`src/logic/fetch_align_pkg.sv`:
```
package fetch_align_pkg;

    // Base opcodes used by the expander and the predecoder.
    localparam logic [6:0] opc_load     = 7'b0000011;
    localparam logic [6:0] opc_misc_mem = 7'b0001111;
    localparam logic [6:0] opc_op_imm   = 7'b0010011;
    localparam logic [6:0] opc_auipc    = 7'b0010111;
    localparam logic [6:0] opc_store    = 7'b0100011;
    localparam logic [6:0] opc_op       = 7'b0110011;
    localparam logic [6:0] opc_lui      = 7'b0110111;
    localparam logic [6:0] opc_branch   = 7'b1100011;
    localparam logic [6:0] opc_jalr     = 7'b1100111;
    localparam logic [6:0] opc_jal      = 7'b1101111;
    localparam logic [6:0] opc_system   = 7'b1110011;

    // Compressed halfword, one view per encoding format.
    typedef union packed {
        struct packed {
            logic [3:0] funct4;
            logic [4:0] rd_rs1;
            logic [4:0] rs2;
            logic [1:0] op;
        } cr;
        struct packed {
            logic [2:0] funct3;
            logic       imm_hi;
            logic [4:0] rd;
            logic [4:0] imm_lo;
            logic [1:0] op;
        } ci;
        struct packed {
            logic [2:0] funct3;
            logic [7:0] imm;
            logic [2:0] rd_p;
            logic [1:0] op;
        } ciw;
        struct packed {
            logic [2:0] funct3;
            logic [2:0] imm_hi;
            logic [2:0] rs1_p;
            logic [1:0] imm_lo;
            logic [2:0] rd_rs2_p;
            logic [1:0] op;
        } cls;
        struct packed {
            logic [2:0] funct3;
            logic [2:0] off_hi;
            logic [2:0] rs1_p;
            logic [4:0] off_lo;
            logic [1:0] op;
        } cb;
        struct packed {
            logic [2:0]  funct3;
            logic [10:0] target;
            logic [1:0]  op;
        } cj;
    } rvc_u;

    typedef enum logic [2:0] {
        cls_alu,
        cls_load,
        cls_store,
        cls_branch,
        cls_jump,
        cls_lui_auipc,
        cls_system,
        cls_illegal
    } inst_class_e;

    // Halfwords are zero-extended in raw.
    typedef struct packed {
        logic        valid;
        logic        compressed;
        logic [31:0] raw;
    } aligned_t;

    typedef struct packed {
        logic        valid;
        logic        compressed;
        logic [31:0] inst;
        inst_class_e cls;
    } issue_t;

endpackage

```
`src/logic/inst_aligner.sv`:
```
`timescale 1ns/1ps

module inst_aligner (
    input  logic                      clk,
    input  logic                      nrst,
    input  logic [31:0]               fetch_word,
    input  logic                      fetch_valid,
    output logic                      stall,
    output fetch_align_pkg::aligned_t aligned
);

    logic [15:0] residue;
    logic        full;
    logic        full_next;
    logic        residue_load;
    logic        residue_rvc;
    logic        low_rvc;

    // Low two bits of 11 mark the first half of a 32-bit instruction.
    assign residue_rvc = residue[1:0] != 2'b11;
    assign low_rvc     = fetch_word[1:0] != 2'b11;

    // Hold fetch while a buffered compressed halfword drains.
    assign stall = full && residue_rvc;

    always_comb begin
        aligned      = '0;
        full_next    = full;
        residue_load = 1'b0;
        if (full && residue_rvc) begin
            // Drain the buffered halfword, no fetch word needed.
            aligned.valid      = 1'b1;
            aligned.compressed = 1'b1;
            aligned.raw        = {16'h0000, residue};
            full_next          = 1'b0;
        end else if (full) begin
            // Upper part of a straddling instruction arrives.
            if (fetch_valid) begin
                aligned.valid = 1'b1;
                aligned.raw   = {fetch_word[15:0], residue};
                residue_load  = 1'b1;
            end
        end else if (fetch_valid) begin
            if (low_rvc) begin
                aligned.valid      = 1'b1;
                aligned.compressed = 1'b1;
                aligned.raw        = {16'h0000, fetch_word[15:0]};
                full_next          = 1'b1;
                residue_load       = 1'b1;
            end else begin
                aligned.valid = 1'b1;
                aligned.raw   = fetch_word;
            end
        end
    end

    always_ff @(posedge clk) begin
        if (!nrst) begin
            full <= 1'b0;
        end else begin
            full <= full_next;
        end
    end

    // The high half always becomes the residue.
    always_ff @(posedge clk) begin
        if (residue_load) begin
            residue <= fetch_word[31:16];
        end
    end

endmodule

```
`src/logic/rvc_expand.sv`:
```
`timescale 1ns/1ps

module rvc_expand (
    input  fetch_align_pkg::aligned_t    aligned,
    output logic [31:0]                  expanded,
    output fetch_align_pkg::inst_class_e cls
);

    fetch_align_pkg::rvc_u h;

    logic [9:0]  addi4spn_imm;
    logic [6:0]  lsw_imm;
    logic [11:0] ls_imm12;
    logic [5:0]  ci_imm;
    logic [11:0] j_off;
    logic [8:0]  b_off;
    logic [12:0] b_imm;
    logic [4:0]  rs1_p;
    logic [4:0]  rd_rs2_p;

    assign h = aligned.raw[15:0];

    // Scrambled immediates, rebuilt into plain order.
    assign addi4spn_imm = {h.ciw.imm[5:2], h.ciw.imm[7:6], h.ciw.imm[0], h.ciw.imm[1], 2'b00};
    assign lsw_imm      = {h.cls.imm_lo[0], h.cls.imm_hi, h.cls.imm_lo[1], 2'b00};
    assign ls_imm12     = {5'b00000, lsw_imm};
    assign ci_imm       = {h.ci.imm_hi, h.ci.imm_lo};
    assign j_off        = {h.cj.target[10], h.cj.target[6], h.cj.target[8:7], h.cj.target[4],
                           h.cj.target[5], h.cj.target[0], h.cj.target[9], h.cj.target[3:1],
                           1'b0};
    assign b_off        = {h.cb.off_hi[2], h.cb.off_lo[4:3], h.cb.off_lo[0], h.cb.off_hi[1:0],
                           h.cb.off_lo[2:1], 1'b0};
    assign b_imm        = {{4{b_off[8]}}, b_off};

    // Three-bit fields address x8 to x15.
    assign rs1_p    = {2'b01, h.cls.rs1_p};
    assign rd_rs2_p = {2'b01, h.cls.rd_rs2_p};

    always_comb begin
        expanded = 32'h0000_0000;
        cls      = fetch_align_pkg::cls_illegal;
        case (h.cr.op)
            2'b00: begin
                case (h.ciw.funct3)
                    3'b000: begin
                        // C.ADDI4SPN, zero immediate is reserved.
                        if (addi4spn_imm != 10'd0) begin
                            expanded = {2'b00, addi4spn_imm, 5'd2, 3'b000, 2'b01, h.ciw.rd_p,
                                        fetch_align_pkg::opc_op_imm};
                            cls      = fetch_align_pkg::cls_alu;
                        end
                    end
                    3'b010: begin
                        expanded = {ls_imm12, rs1_p, 3'b010, rd_rs2_p,
                                    fetch_align_pkg::opc_load};
                        cls      = fetch_align_pkg::cls_load;
                    end
                    3'b110: begin
                        expanded = {ls_imm12[11:5], rd_rs2_p, rs1_p, 3'b010, ls_imm12[4:0],
                                    fetch_align_pkg::opc_store};
                        cls      = fetch_align_pkg::cls_store;
                    end
                    default: ;
                endcase
            end
            2'b01: begin
                case (h.ci.funct3)
                    3'b000: begin
                        // C.ADDI, also C.NOP when rd is zero.
                        expanded = {{6{ci_imm[5]}}, ci_imm, h.ci.rd, 3'b000, h.ci.rd,
                                    fetch_align_pkg::opc_op_imm};
                        cls      = fetch_align_pkg::cls_alu;
                    end
                    3'b010: begin
                        expanded = {{6{ci_imm[5]}}, ci_imm, 5'd0, 3'b000, h.ci.rd,
                                    fetch_align_pkg::opc_op_imm};
                        cls      = fetch_align_pkg::cls_alu;
                    end
                    3'b011: begin
                        // rd of x2 is C.ADDI16SP, not supported here.
                        if (h.ci.rd != 5'd2 && ci_imm != 6'd0) begin
                            expanded = {{14{ci_imm[5]}}, ci_imm, h.ci.rd,
                                        fetch_align_pkg::opc_lui};
                            cls      = fetch_align_pkg::cls_lui_auipc;
                        end
                    end
                    3'b101: begin
                        expanded = {j_off[11], j_off[10:1], j_off[11], {8{j_off[11]}}, 5'd0,
                                    fetch_align_pkg::opc_jal};
                        cls      = fetch_align_pkg::cls_jump;
                    end
                    3'b110, 3'b111: begin
                        // BEQZ and BNEZ differ only in funct3 bit 0.
                        expanded = {b_imm[12], b_imm[10:5], 5'd0, {2'b01, h.cb.rs1_p},
                                    2'b00, h.cb.funct3[0], b_imm[4:1], b_imm[11],
                                    fetch_align_pkg::opc_branch};
                        cls      = fetch_align_pkg::cls_branch;
                    end
                    default: ;
                endcase
            end
            2'b10: begin
                // C.JR, C.JALR and C.EBREAK have rs2 of zero.
                if (h.cr.rs2 != 5'd0) begin
                    if (h.cr.funct4 == 4'b1000) begin
                        expanded = {7'b0000000, h.cr.rs2, 5'd0, 3'b000, h.cr.rd_rs1,
                                    fetch_align_pkg::opc_op};
                        cls      = fetch_align_pkg::cls_alu;
                    end else if (h.cr.funct4 == 4'b1001) begin
                        expanded = {7'b0000000, h.cr.rs2, h.cr.rd_rs1, 3'b000, h.cr.rd_rs1,
                                    fetch_align_pkg::opc_op};
                        cls      = fetch_align_pkg::cls_alu;
                    end
                end
            end
            default: ;
        endcase
    end

endmodule

```
`src/logic/inst_predecode.sv`:
```
`timescale 1ns/1ps

module inst_predecode (
    input  fetch_align_pkg::aligned_t    aligned,
    output fetch_align_pkg::inst_class_e cls
);

    logic [6:0] opcode;

    assign opcode = aligned.raw[6:0];

    // Class from the major opcode only.
    always_comb begin
        case (opcode)
            fetch_align_pkg::opc_op,
            fetch_align_pkg::opc_op_imm: begin
                cls = fetch_align_pkg::cls_alu;
            end
            fetch_align_pkg::opc_load: begin
                cls = fetch_align_pkg::cls_load;
            end
            fetch_align_pkg::opc_store: begin
                cls = fetch_align_pkg::cls_store;
            end
            fetch_align_pkg::opc_branch: begin
                cls = fetch_align_pkg::cls_branch;
            end
            fetch_align_pkg::opc_jal,
            fetch_align_pkg::opc_jalr: begin
                cls = fetch_align_pkg::cls_jump;
            end
            fetch_align_pkg::opc_lui,
            fetch_align_pkg::opc_auipc: begin
                cls = fetch_align_pkg::cls_lui_auipc;
            end
            fetch_align_pkg::opc_system,
            fetch_align_pkg::opc_misc_mem: begin
                cls = fetch_align_pkg::cls_system;
            end
            default: begin
                cls = fetch_align_pkg::cls_illegal;
            end
        endcase
    end

endmodule

```
`src/logic/issue_reg.sv`:
```
`timescale 1ns/1ps

module issue_reg (
    input  logic                         clk,
    input  logic                         nrst,
    input  fetch_align_pkg::aligned_t    aligned,
    input  logic [31:0]                  expanded,
    input  fetch_align_pkg::inst_class_e rvc_cls,
    input  fetch_align_pkg::inst_class_e word_cls,
    output fetch_align_pkg::issue_t      issue
);

    fetch_align_pkg::issue_t issue_next;

    // Pick the path by instruction length.
    always_comb begin
        issue_next.valid      = aligned.valid;
        issue_next.compressed = aligned.compressed;
        if (aligned.compressed) begin
            issue_next.inst = expanded;
            issue_next.cls  = rvc_cls;
        end else begin
            issue_next.inst = aligned.raw;
            issue_next.cls  = word_cls;
        end
    end

    // Contents follow valid, so an idle cycle leaves valid low.
    always_ff @(posedge clk) begin
        if (!nrst) begin
            issue <= '0;
        end else if (aligned.valid) begin
            issue <= issue_next;
        end else begin
            issue.valid <= 1'b0;
        end
    end

endmodule

```
`src/logic/fetch_align_top.sv`:
```
`timescale 1ns/1ps

module fetch_align_top (
    input  logic                    clk,
    input  logic                    nrst,
    input  logic [31:0]             fetch_word,
    input  logic                    fetch_valid,
    output logic                    stall,
    output fetch_align_pkg::issue_t issue
);

    fetch_align_pkg::aligned_t    aligned;
    logic [31:0]                  expanded;
    fetch_align_pkg::inst_class_e rvc_cls;
    fetch_align_pkg::inst_class_e word_cls;

    inst_aligner u_aligner (
        .clk         (clk),
        .nrst        (nrst),
        .fetch_word  (fetch_word),
        .fetch_valid (fetch_valid),
        .stall       (stall),
        .aligned     (aligned)
    );

    // Both decoders look at every aligned instruction.
    rvc_expand u_expand (
        .aligned  (aligned),
        .expanded (expanded),
        .cls      (rvc_cls)
    );

    inst_predecode u_predecode (
        .aligned (aligned),
        .cls     (word_cls)
    );

    issue_reg u_issue (
        .clk      (clk),
        .nrst     (nrst),
        .aligned  (aligned),
        .expanded (expanded),
        .rvc_cls  (rvc_cls),
        .word_cls (word_cls),
        .issue    (issue)
    );

endmodule

```
`config.mk`:
```
export PLATFORM = sky130hd
export DESIGN_NAME = fetch_align_top
export DESIGN_NICKNAME = d
export VERILOG_FILES = /design/src/logic/fetch_align_pkg.sv /design/src/logic/inst_aligner.sv /design/src/logic/rvc_expand.sv /design/src/logic/inst_predecode.sv /design/src/logic/issue_reg.sv /design/src/logic/fetch_align_top.sv
export SDC_FILE = /design/constraint.sdc
export NUM_CORES = 1
export LEC_CHECK = 0
export ABC_AREA = 1
export BUFFER_PORTS_ARGS = -buffer_cell sky130_fd_sc_hd__buf_2
export CORE_MARGIN = 3
export CORE_UTILIZATION = 62
export CTS_CLUSTER_SIZE = 30
export DETAILED_ROUTE_END_ITERATION = 10
export HOLD_SLACK_MARGIN = 0.03
export PLACE_DENSITY = 0.95
export SETUP_SLACK_MARGIN = 0.15
export SLEW_MARGIN = 30
export SYNTH_ARGS = -nofsm -noshare
export SYNTH_HDL_FRONTEND = slang
export SYNTH_HIERARCHICAL = 1
export SYNTH_SLANG_ARGS = --single-unit
```
`constraint.sdc`:
```
create_clock -name clk -period 5.4 [get_ports clk]
set_input_delay 0.81 -clock clk [delete_from_list [all_inputs] [get_ports clk]]
set_output_delay 0.81 -clock clk [all_outputs]
set_load 0.005 [all_outputs]
```
# [Word level (Yosys, flattened, before mapping)]
# Cells that the tools add are included.
[word_totals] latchBits=0 out_inout_bits=38 n_memories=0 ramBits=0 romBits=0 word_cells=76 reg_bits=54
[op_classes] add_sub_neg=0 div_mod_pow=0 bitwise=1 n_mul=0 magnitude_cmp=0 muxes=32 n_shift=0 reduce_logical=14 eq_ne=23
[ops] op="2-to-1 mux 32 bit" count=6
[ops] op="one-hot mux 32 bit (3 select lines)" count=2
[ops] op="one-hot mux 32 bit (5 select lines)" count=1
[ops] op="2-to-1 mux 34 bit" count=2
[ops] op="2-to-1 mux 35 bit" count=1
[ops] op="2-to-1 mux 30 bit" count=1
[ops] op="equality test 7 bit, second input constant" count=4
[ops] op="2-to-1 mux 25 bit" count=1
[ops] op="equality test 7 x 6 -> 1 bit, second input constant" count=3
[ops] op="one-hot mux 3 bit (7 select lines)" count=1
[ops] op="one-hot mux 3 bit (3 select lines)" count=2
[ops] op="equality test 7 x 5 -> 1 bit, second input constant" count=2
[ops] op="OR reduction 2 bit" count=7
[ops] op="2-to-1 mux 3 bit" count=4
[ops] op="one-hot mux 3 bit (4 select lines)" count=1
[ops] op="nonzero test 10 bit" count=1
[ops] op="equality test 3 bit, second input constant" count=3
[ops] op="2-to-1 mux 1 bit" count=9
[ops] op="equality test 4 bit, second input constant" count=2
[ops] op="equality test 7 x 2 -> 1 bit, second input constant" count=1
[ops] op="equality test 7 x 4 -> 1 bit, second input constant" count=1
[ops] op="equality test 3 x 2 -> 1 bit, second input constant" count=2
[ops] op="nonzero test 6 bit" count=1
[ops] op="!= test 5 x 2 -> 1 bit, second input constant" count=1
[ops] op="other kinds (9)" count=11

# [Depth between registers and ports, before layout]
# Gate-level depths: netlist (run 1).
[logic_depth] ltp_word=11 ltp_mapped=19 ltp_nobuf=18

# [Cells and area by module]
# The synthesis (run 1) kept the hierarchy.
[modules_own_cells] module="issue_reg" instances=1 cells_per_inst=308 seq_area_each_um2=740.7 area_per_inst_um2=1883.1
[modules_own_cells] module="inst_aligner" instances=1 cells_per_inst=172 seq_area_each_um2=500.5 area_per_inst_um2=1186.1
[modules_own_cells] module="rvc_expand" instances=1 cells_per_inst=204 seq_area_each_um2=0.0 area_per_inst_um2=1002.2
[modules_own_cells] module="inst_predecode" instances=1 cells_per_inst=33 seq_area_each_um2=0.0 area_per_inst_um2=167.7

# [Worst setup path after synthesis (run 1)]
# Ideal clock, no wire load.
[synth_path] kind="in2reg" startpoint="in fetch_valid" endpoint="reg u_issue/issue[4] (netlist name)" setup_time_ns=0.064 path_slack_ns=2.470 cell_stages=15 n_path_buf=3 arrival_ns=2.866 path_cell_list="buf_4 -> buf_4 -> nand2_1 -> o21ai_0 -> nand2_2 -> nor2_4 -> nand3_4 -> inv_2 -> o21ai_0 -> nand4_1 -> buf_4 -> nand2_1 -> nand2_1 -> nor2_1 -> nor2_1"
[synth_lines] element="start, declared" line="fetch_align_top.sv:7" rtl="input logic fetch_valid,"

==> summary.md, run 1 <==
| Metric | Value |
|---|---|
| Max stage delay on crit path | 0.42 ns |
| Final hold viol count | 0 |
| Cells after Synth | 717 |
| Antenna violations before repair | 0 |
| Ys Warns | 6 |
| Top delay family on crit path | simple AND/OR/NAND/NOR gates |
| Grt ovf | 0 |
| Post-route ant nets | 0 |
| Critical path arrival | 3.58 ns |
| Post-Syn Area | 4240 µm² |
| Die X | 88.7 µm |
| DR WL/cell | 14.9 µm |
| Clock buffer count from CTS | 5 |
| Max_slew headroom | 0.349 |
| WL final | 12,600 µm |
| Number of fill cells | 579 |
| Hold WC Path Type | reg2reg |
| Placed Area | 4490 µm² |
| Post-CTS Setup Inserts | 0 |
| Cell Chain, Critical Path | buf_2, nand2_1, nand2_2, nand2_1, o21ai_0, nand2_2, inv_1, nand2_1, o22ai_1, a21oi_1, nand2_1, nand2_1, nand2_1, nor2_1, nor2_1 |
| Commonest cells post-synth | nor2_1, nand2_1, o21ai_0, inv_1, nand3_1 |
| Buf/Inv on CP | 2 |
| Htree depth | 2 |
| Synth Register Bits | 54 |
| Row cnt | 29 |
| # placed instances | 837 |
| Layout cell share with drive strength beyond 1 | 0.174 |
| DP HPWL | 9470 µm |
| First-pass GRT wire length | 20,700 µm |
| Area Overhead vs Synth | 7.88% |
| Post-CTS sizing | 0 |
| DRT Pass-1 Iters | 6 |
| TritonCTS Sinks | 54 |
| CP max stage cell | inv_1 |
| Via count | 4,710 |
| GR Layer Usage met2 | 0.527 |
| Max-cap violation count | 0 |
| Total die area | 7870 µm² |
| Via/cell ratio | 5.57 |
| Endpoints failing setup | 0 |
| Clk Latency, worst-skew pair | 0.31 ns |
| Register area share after synthesis | 0.293 |
| # diodes | 0 |
| Setup slack after layout | 2.07 ns |
| Slew Viols, Final | 0 |
| Power Density | 243 nW/µm² |
| Layout Nets | 802 |
| Non-filler cells, final | 845 |
| Final period demand of the worst path | 3.33 ns |
| Worst endpoint required time | 5.65 ns |
| Leakage power | 2.31 nW |
| RSZ-0062 raised after global routing | no |
| CTS Buffer Depth | 2 |
| TNS Setup | 0 ns |
| Critical Path Sink Type | flip-flop |
| Syn Nets | 752 |
| M3 GR Usage | 0.0633 |
| I/O Pins | 73 |
| Fraction of registers with async set/reset | 0 |
| Worst Setup Path Type | in2reg |
| Post-synth cell types | 36 |
| Tcrit/Tclk final | 0.617 |
| Worst slew pin tran | 0.966 ns |
| RePlAce Congestion | 1.03 |
| Routing usage on met1 | 0.432 |
| Peak supply drop | 195 µV |
| Vias in the first global route | 4,343 |
| Area fraction of the dominant cell type after synthesis | 0.179 |
| CP Launch Type | input port |
| Synth Flop Type | dfxtp_1 |
| Worst-path clk slew | 0.10 ns |
| CTS tree | built |
| Dpl ws | 1.82 ns |
| # DRC | 0 |
| CORE AREA | 6490 µm² |
| Largest net degree at the start of global routing | 74 |
| Iteration-0 DRC Markers | 576 |
| Post-synth EDFFs | 16 |
| Max reg flops | 37 |
| Root Driver | clkbuf_8 |
| Starting Density | 0.653 |
| GRT busiest layer | met2 |
| DIE HEIGHT | 88.7 µm |
| Clk_skew | 0.0142 ns |
| Synth area leader | dfxtp_1 |
| GRT Overall Usage | 0.334 |
| Synthesized area per cell | 5.91 µm² |
| Final Cell Area | 4570 µm² |
| Most common cell in the synthesized netlist | nor2_1 |
| PortBufs | 72 |
| Outcome | completed |
| Max Clk Rate | 0.300 GHz |
| CP max FO | 20 |
| Dominant cells by area after synthesis | dfxtp_1, nor2_1, nand2_1 |
| Post-CTS Hold Buffers | 0 |
| Most used cell along the critical path | nand2_1 |
## worst reg2reg max path, stage by stage (launching register included)
cell and delay (ns):
dfxtp_1 0.77, nand2_1 0.21, nand2_2 0.30, nand2_1 0.09, o21ai_0 0.31, nand2_2 0.26
inv_1 0.42, nand2_1 0.23, o22ai_1 0.22, a21oi_1 0.06, nand2_1 0.11, nand2_1 0.06
nand2_1 0.09, nor2_1 0.05, nor2_1 0.09
## through the flow
| step | total power [mW] | hold WS [ns] | util |
|---|---|---|---|
| after detailed placement | 0.885 | 0.484 | 0.691 |
| after CTS | 1.11 | 0.511 | 0.704 |
| after global routing | 1.19 | 0.542 | 0.704 |
| after floorplan | 0.785 | 0.487 | - |
| after global placement | 0.882 | 0.477 | 0.690 |
| final | 1.11 | 0.506 | 0.704 |
## layout make-up
type / count / area, µm² / share of cell area
multi-input combinational: 556 / 2460 / 0.537
inverter: 70 / 273 / 0.0596
clock buffer: 6 / 72.6 / 0.0159
clock inverter: 2 / 13.8 / 0.00301
tap: 77 / 96.3 / 0.0211
timing repair buffer: 80 / 420 / 0.0919
sequential: 54 / 1240 / 0.271
## routing by layer
layer  vias to the layer above  part of all wire
met1                      2087              0.42
met5                         -                 0
li1                       2331                 -
met3                        48             0.082
met2                       244              0.45
met4                         0             0.047
## cells in the final DEF, fill, tap and decap left out, types with 7 or more instances in the layout
cell and n:
inv_1 60, nor2_1 200, nand2_1 176, buf_4 8, dfxtp_1 38, nand3_1 43, o21ai_0 58, nand2_2 16
a21oi_1 13, inv_2 7, buf_2 72, edfxtp_1 16, o21ai_1 13
## where the power goes
part,internal [mW],leakage (nW),switching [mW]
Clock,0.0919,0.0452,0.132
Sequential,0.454,0.466,0.0171
Combinational,0.128,1.79,0.287
Total,0.673,2.31,0.436
## final timing paths
check / start / end / slack [ns] / cells past startpoint
worst min-delay path: u_issue/issue[32]$_SDFFE_PN0P_ / u_issue/issue[32]$_SDFFE_PN0P_ / 0.51 / 2
worst max-delay path: fetch_valid / u_issue/issue[29]$_SDFFE_PN0P_ / 2.07 / 15
worst max register to register: u_aligner/full$_SDFF_PP0_ / u_issue/issue[29]$_SDFFE_PN0P_ / 2.09 / 14
worst min register to register: u_issue/issue[32]$_SDFFE_PN0P_ / u_issue/issue[32]$_SDFFE_PN0P_ / 0.51 / 2
## cell families (layout without fill, tap and decap cells)
group / after synthesis / in the layout / synth area share
AND/OR/NAND/NOR: 462 / 462 / 0.460
buffers and inverters: 107 / 158 / 0.129
AO/OA/AOI/OAI: 94 / 94 / 0.118
flip-flops: 54 / 54 / 0.293
Power figures use the tool's default switching activity.
==> inputs of run 2 (changes only) <==
CORE_UTILIZATION = 52   (was 62)
PLACE_DENSITY = 0.89   (was 0.95)
clock period = 3 ns   (was 5.4 ns; I/O delays follow)
==> summary.md, run 2 (same netlist as run 1, synthesis figures left out) <==
| Metric | Value |
|---|---|
| Seq. cell area | 1240 µm² |
| DP HPWL | 10,700 µm |
| Max_slew headroom | 0.578 |
| Final period demand of the worst path | 2.57 ns |
| Total die area | 9270 µm² |
| RSZ-0062 raised after global routing | no |
| Grt ovf | 0 |
| GRT Overall Usage | 0.302 |
| Clk_skew | 0.0145 ns |
| # placed instances | 882 |
| # DRC | 0 |
| Via count | 4,857 |
| Antenna violations before repair | 0 |
| Worst Setup Path Type | reg2reg |
| Commonest non-fill, non-tap cell in the layout | nor2_1 |
| Cell Chain, Critical Path | nand2_1, nand2_2, nand2_4, nand2_1, o21ai_0, nor2_1, buf_4, nand3_1, nor2_1, nand2_1, a22oi_1, nand2_1, nand2_1, nand2_1, nor2_1, nor2_1 |
| Final hold viol count | 0 |
| Post-route ant nets | 0 |
| Dpl ws | 0.161 ns |
| Clk Latency, worst-skew pair | 0.31 ns |
| Non-filler cells, final | 891 |
| CORE AREA | 7810 µm² |
| Starting Density | 0.543 |
| Worst slew pin tran | 0.633 ns |
| Vias in the first global route | 4,511 |
| Layout Nets | 823 |
| Row cnt | 32 |
| CP Launch Type | flip-flop |
| CTS tree | built |
| I/O Pins | 73 |
| Root Driver | clkbuf_8 |
| RePlAce Congestion | 1.07 |
| Peak supply drop | 282 µV |
| Iteration-0 DRC Markers | 529 |
| Critical path arrival | 2.79 ns |
| Largest net degree at the start of global routing | 50 |
| First-pass GRT wire length | 21,800 µm |
| CP max stage cell | edfxtp_1 |
| DIE HEIGHT | 96.3 µm |
| Area Overhead vs Synth | 13.5% |
| Number of fill cells | 812 |
| Register-to-register setup slack | 0.43 ns |
| Most used cell along the critical path | nand2_1 |
| Slew Viols, Final | 0 |
| Worst-path clk slew | 0.11 ns |
| Multi-input logic area | 2460 µm² |
| CP max FO | 16 |
| Clock buffer count from CTS | 5 |
| Worst endpoint required time | 3.22 ns |
| Leakage power | 2.43 nW |
| Endpoints failing setup | 0 |
| TNS Setup | 0 ns |
| Most frequent cells in the layout | nor2_1, nand2_1, buf_2, inv_1, o21ai_0 |
| Hold WC Path Type | in2reg |
| Post-route core utilization | 0.616 |
| PortBufs | 72 |
| WL final | 13,800 µm |
| Power Density | 443 nW/µm² |
| DRT Pass-1 Iters | 6 |
| TritonCTS Sinks | 54 |
| Die X | 96.3 µm |
| Layout cell share with drive strength beyond 1 | 0.196 |
| Outcome | completed |
| DR WL/cell | 15.5 µm |
| CTS Buffer Depth | 2 |
| Tcrit/Tclk final | 0.857 |
| Critical Path Sink Type | flip-flop |
| # diodes | 0 |
| Buf/Inv on CP | 1 |
| Post-CTS Hold Buffers | 0 |
| Max stage delay on crit path | 0.38 ns |
| Max-cap violation count | 0 |
| Htree depth | 2 |
| Max reg flops | 37 |
| Via/cell ratio | 5.45 |
| Setup slack after layout | 0.428 ns |
| Top delay family on crit path | simple AND/OR/NAND/NOR gates |
| Max Clk Rate | 0.389 GHz |
run 2: cell types whose count changed in the layout (fill, tap and decap cells not counted):
cell / delta
clkinv_2: -1
nand2_2: -1
o21ai_1: -2
nand2_4: +1
clkbuf_16: +1
o21ai_0: +2
or2_2: +1
buf_4: +19
or2_4: -1
buf_12: +2
run 2: path summary, 6_finish.rpt:
kind | startpoint | endpoint | cells after the start
worst min register to register | u_issue/issue[31]$_SDFFE_PN0P_ | u_issue/issue[31]$_SDFFE_PN0P_ | 2
worst max-delay path | u_aligner/residue[1]$_DFFE_PP_ | u_issue/issue[13]$_SDFFE_PN0P_ | 16
worst max register to register | u_aligner/residue[1]$_DFFE_PP_ | u_issue/issue[13]$_SDFFE_PN0P_ | 16
worst min-delay path | fetch_word[28] | u_aligner/residue[12]$_DFFE_PP_ | 1
run 2: metrics by stage:
stage	hold WS, ns	total power [mW]	instance area, µm²
CTS	0.316	2.13	4800
finish	0.321	2.13	4810
global placement	0.479	1.64	4690
floorplan	0.487	1.41	4240
global route	0.310	2.27	4810
detailed placement	0.488	1.66	4690
run 2: metal layers:
| layer | up-vias | share of wire | GRT usage |
|---|---|---|---|
| met2 | 261 | 0.47 | 0.511 |
| li1 | 2375 | - | - |
| met4 | 0 | 0.044 | 0.141 |
| met1 | 2170 | 0.41 | 0.380 |
| met5 | - | 0 | 0 |
| met3 | 51 | 0.075 | 0.0360 |
run 2: repair_timing:
action / in CTS / in global routing
endpoints found under the hold margin: 0 / 0
setup buffers: 0 / 1
setup endpoints to repair: 0 / 13
resized for setup: 0 / 2
run 2: worst register-to-register path, cell delays in order, from the launching register on:
cell and delay, ns:
edfxtp_1 0.38, nand2_1 0.10, nand2_2 0.14, nand2_4 0.14
nand2_1 0.09, o21ai_0 0.21, nor2_1 0.21, buf_4 0.14
nand3_1 0.05, nor2_1 0.28, nand2_1 0.18, a22oi_1 0.19
nand2_1 0.07, nand2_1 0.06, nand2_1 0.05, nor2_1 0.13
nor2_1 0.05
run 2: power breakdown:
| group | total [mW] | internal (mW) | switching [mW] |
|---|---|---|---|
| Clock | 0.469 | 0.218 | 0.251 |
| Sequential | 0.846 | 0.817 | 0.0289 |
| Combinational | 0.815 | 0.272 | 0.542 |
run 2: layout make-up:
cell class,count,area share
clock buffer,7,0.0203
clock inverter,1,0.00182
inverter,70,0.0567
multi-input combinational,556,0.511
sequential,54,0.258
tap,102,0.0265
timing repair buffer,101,0.125
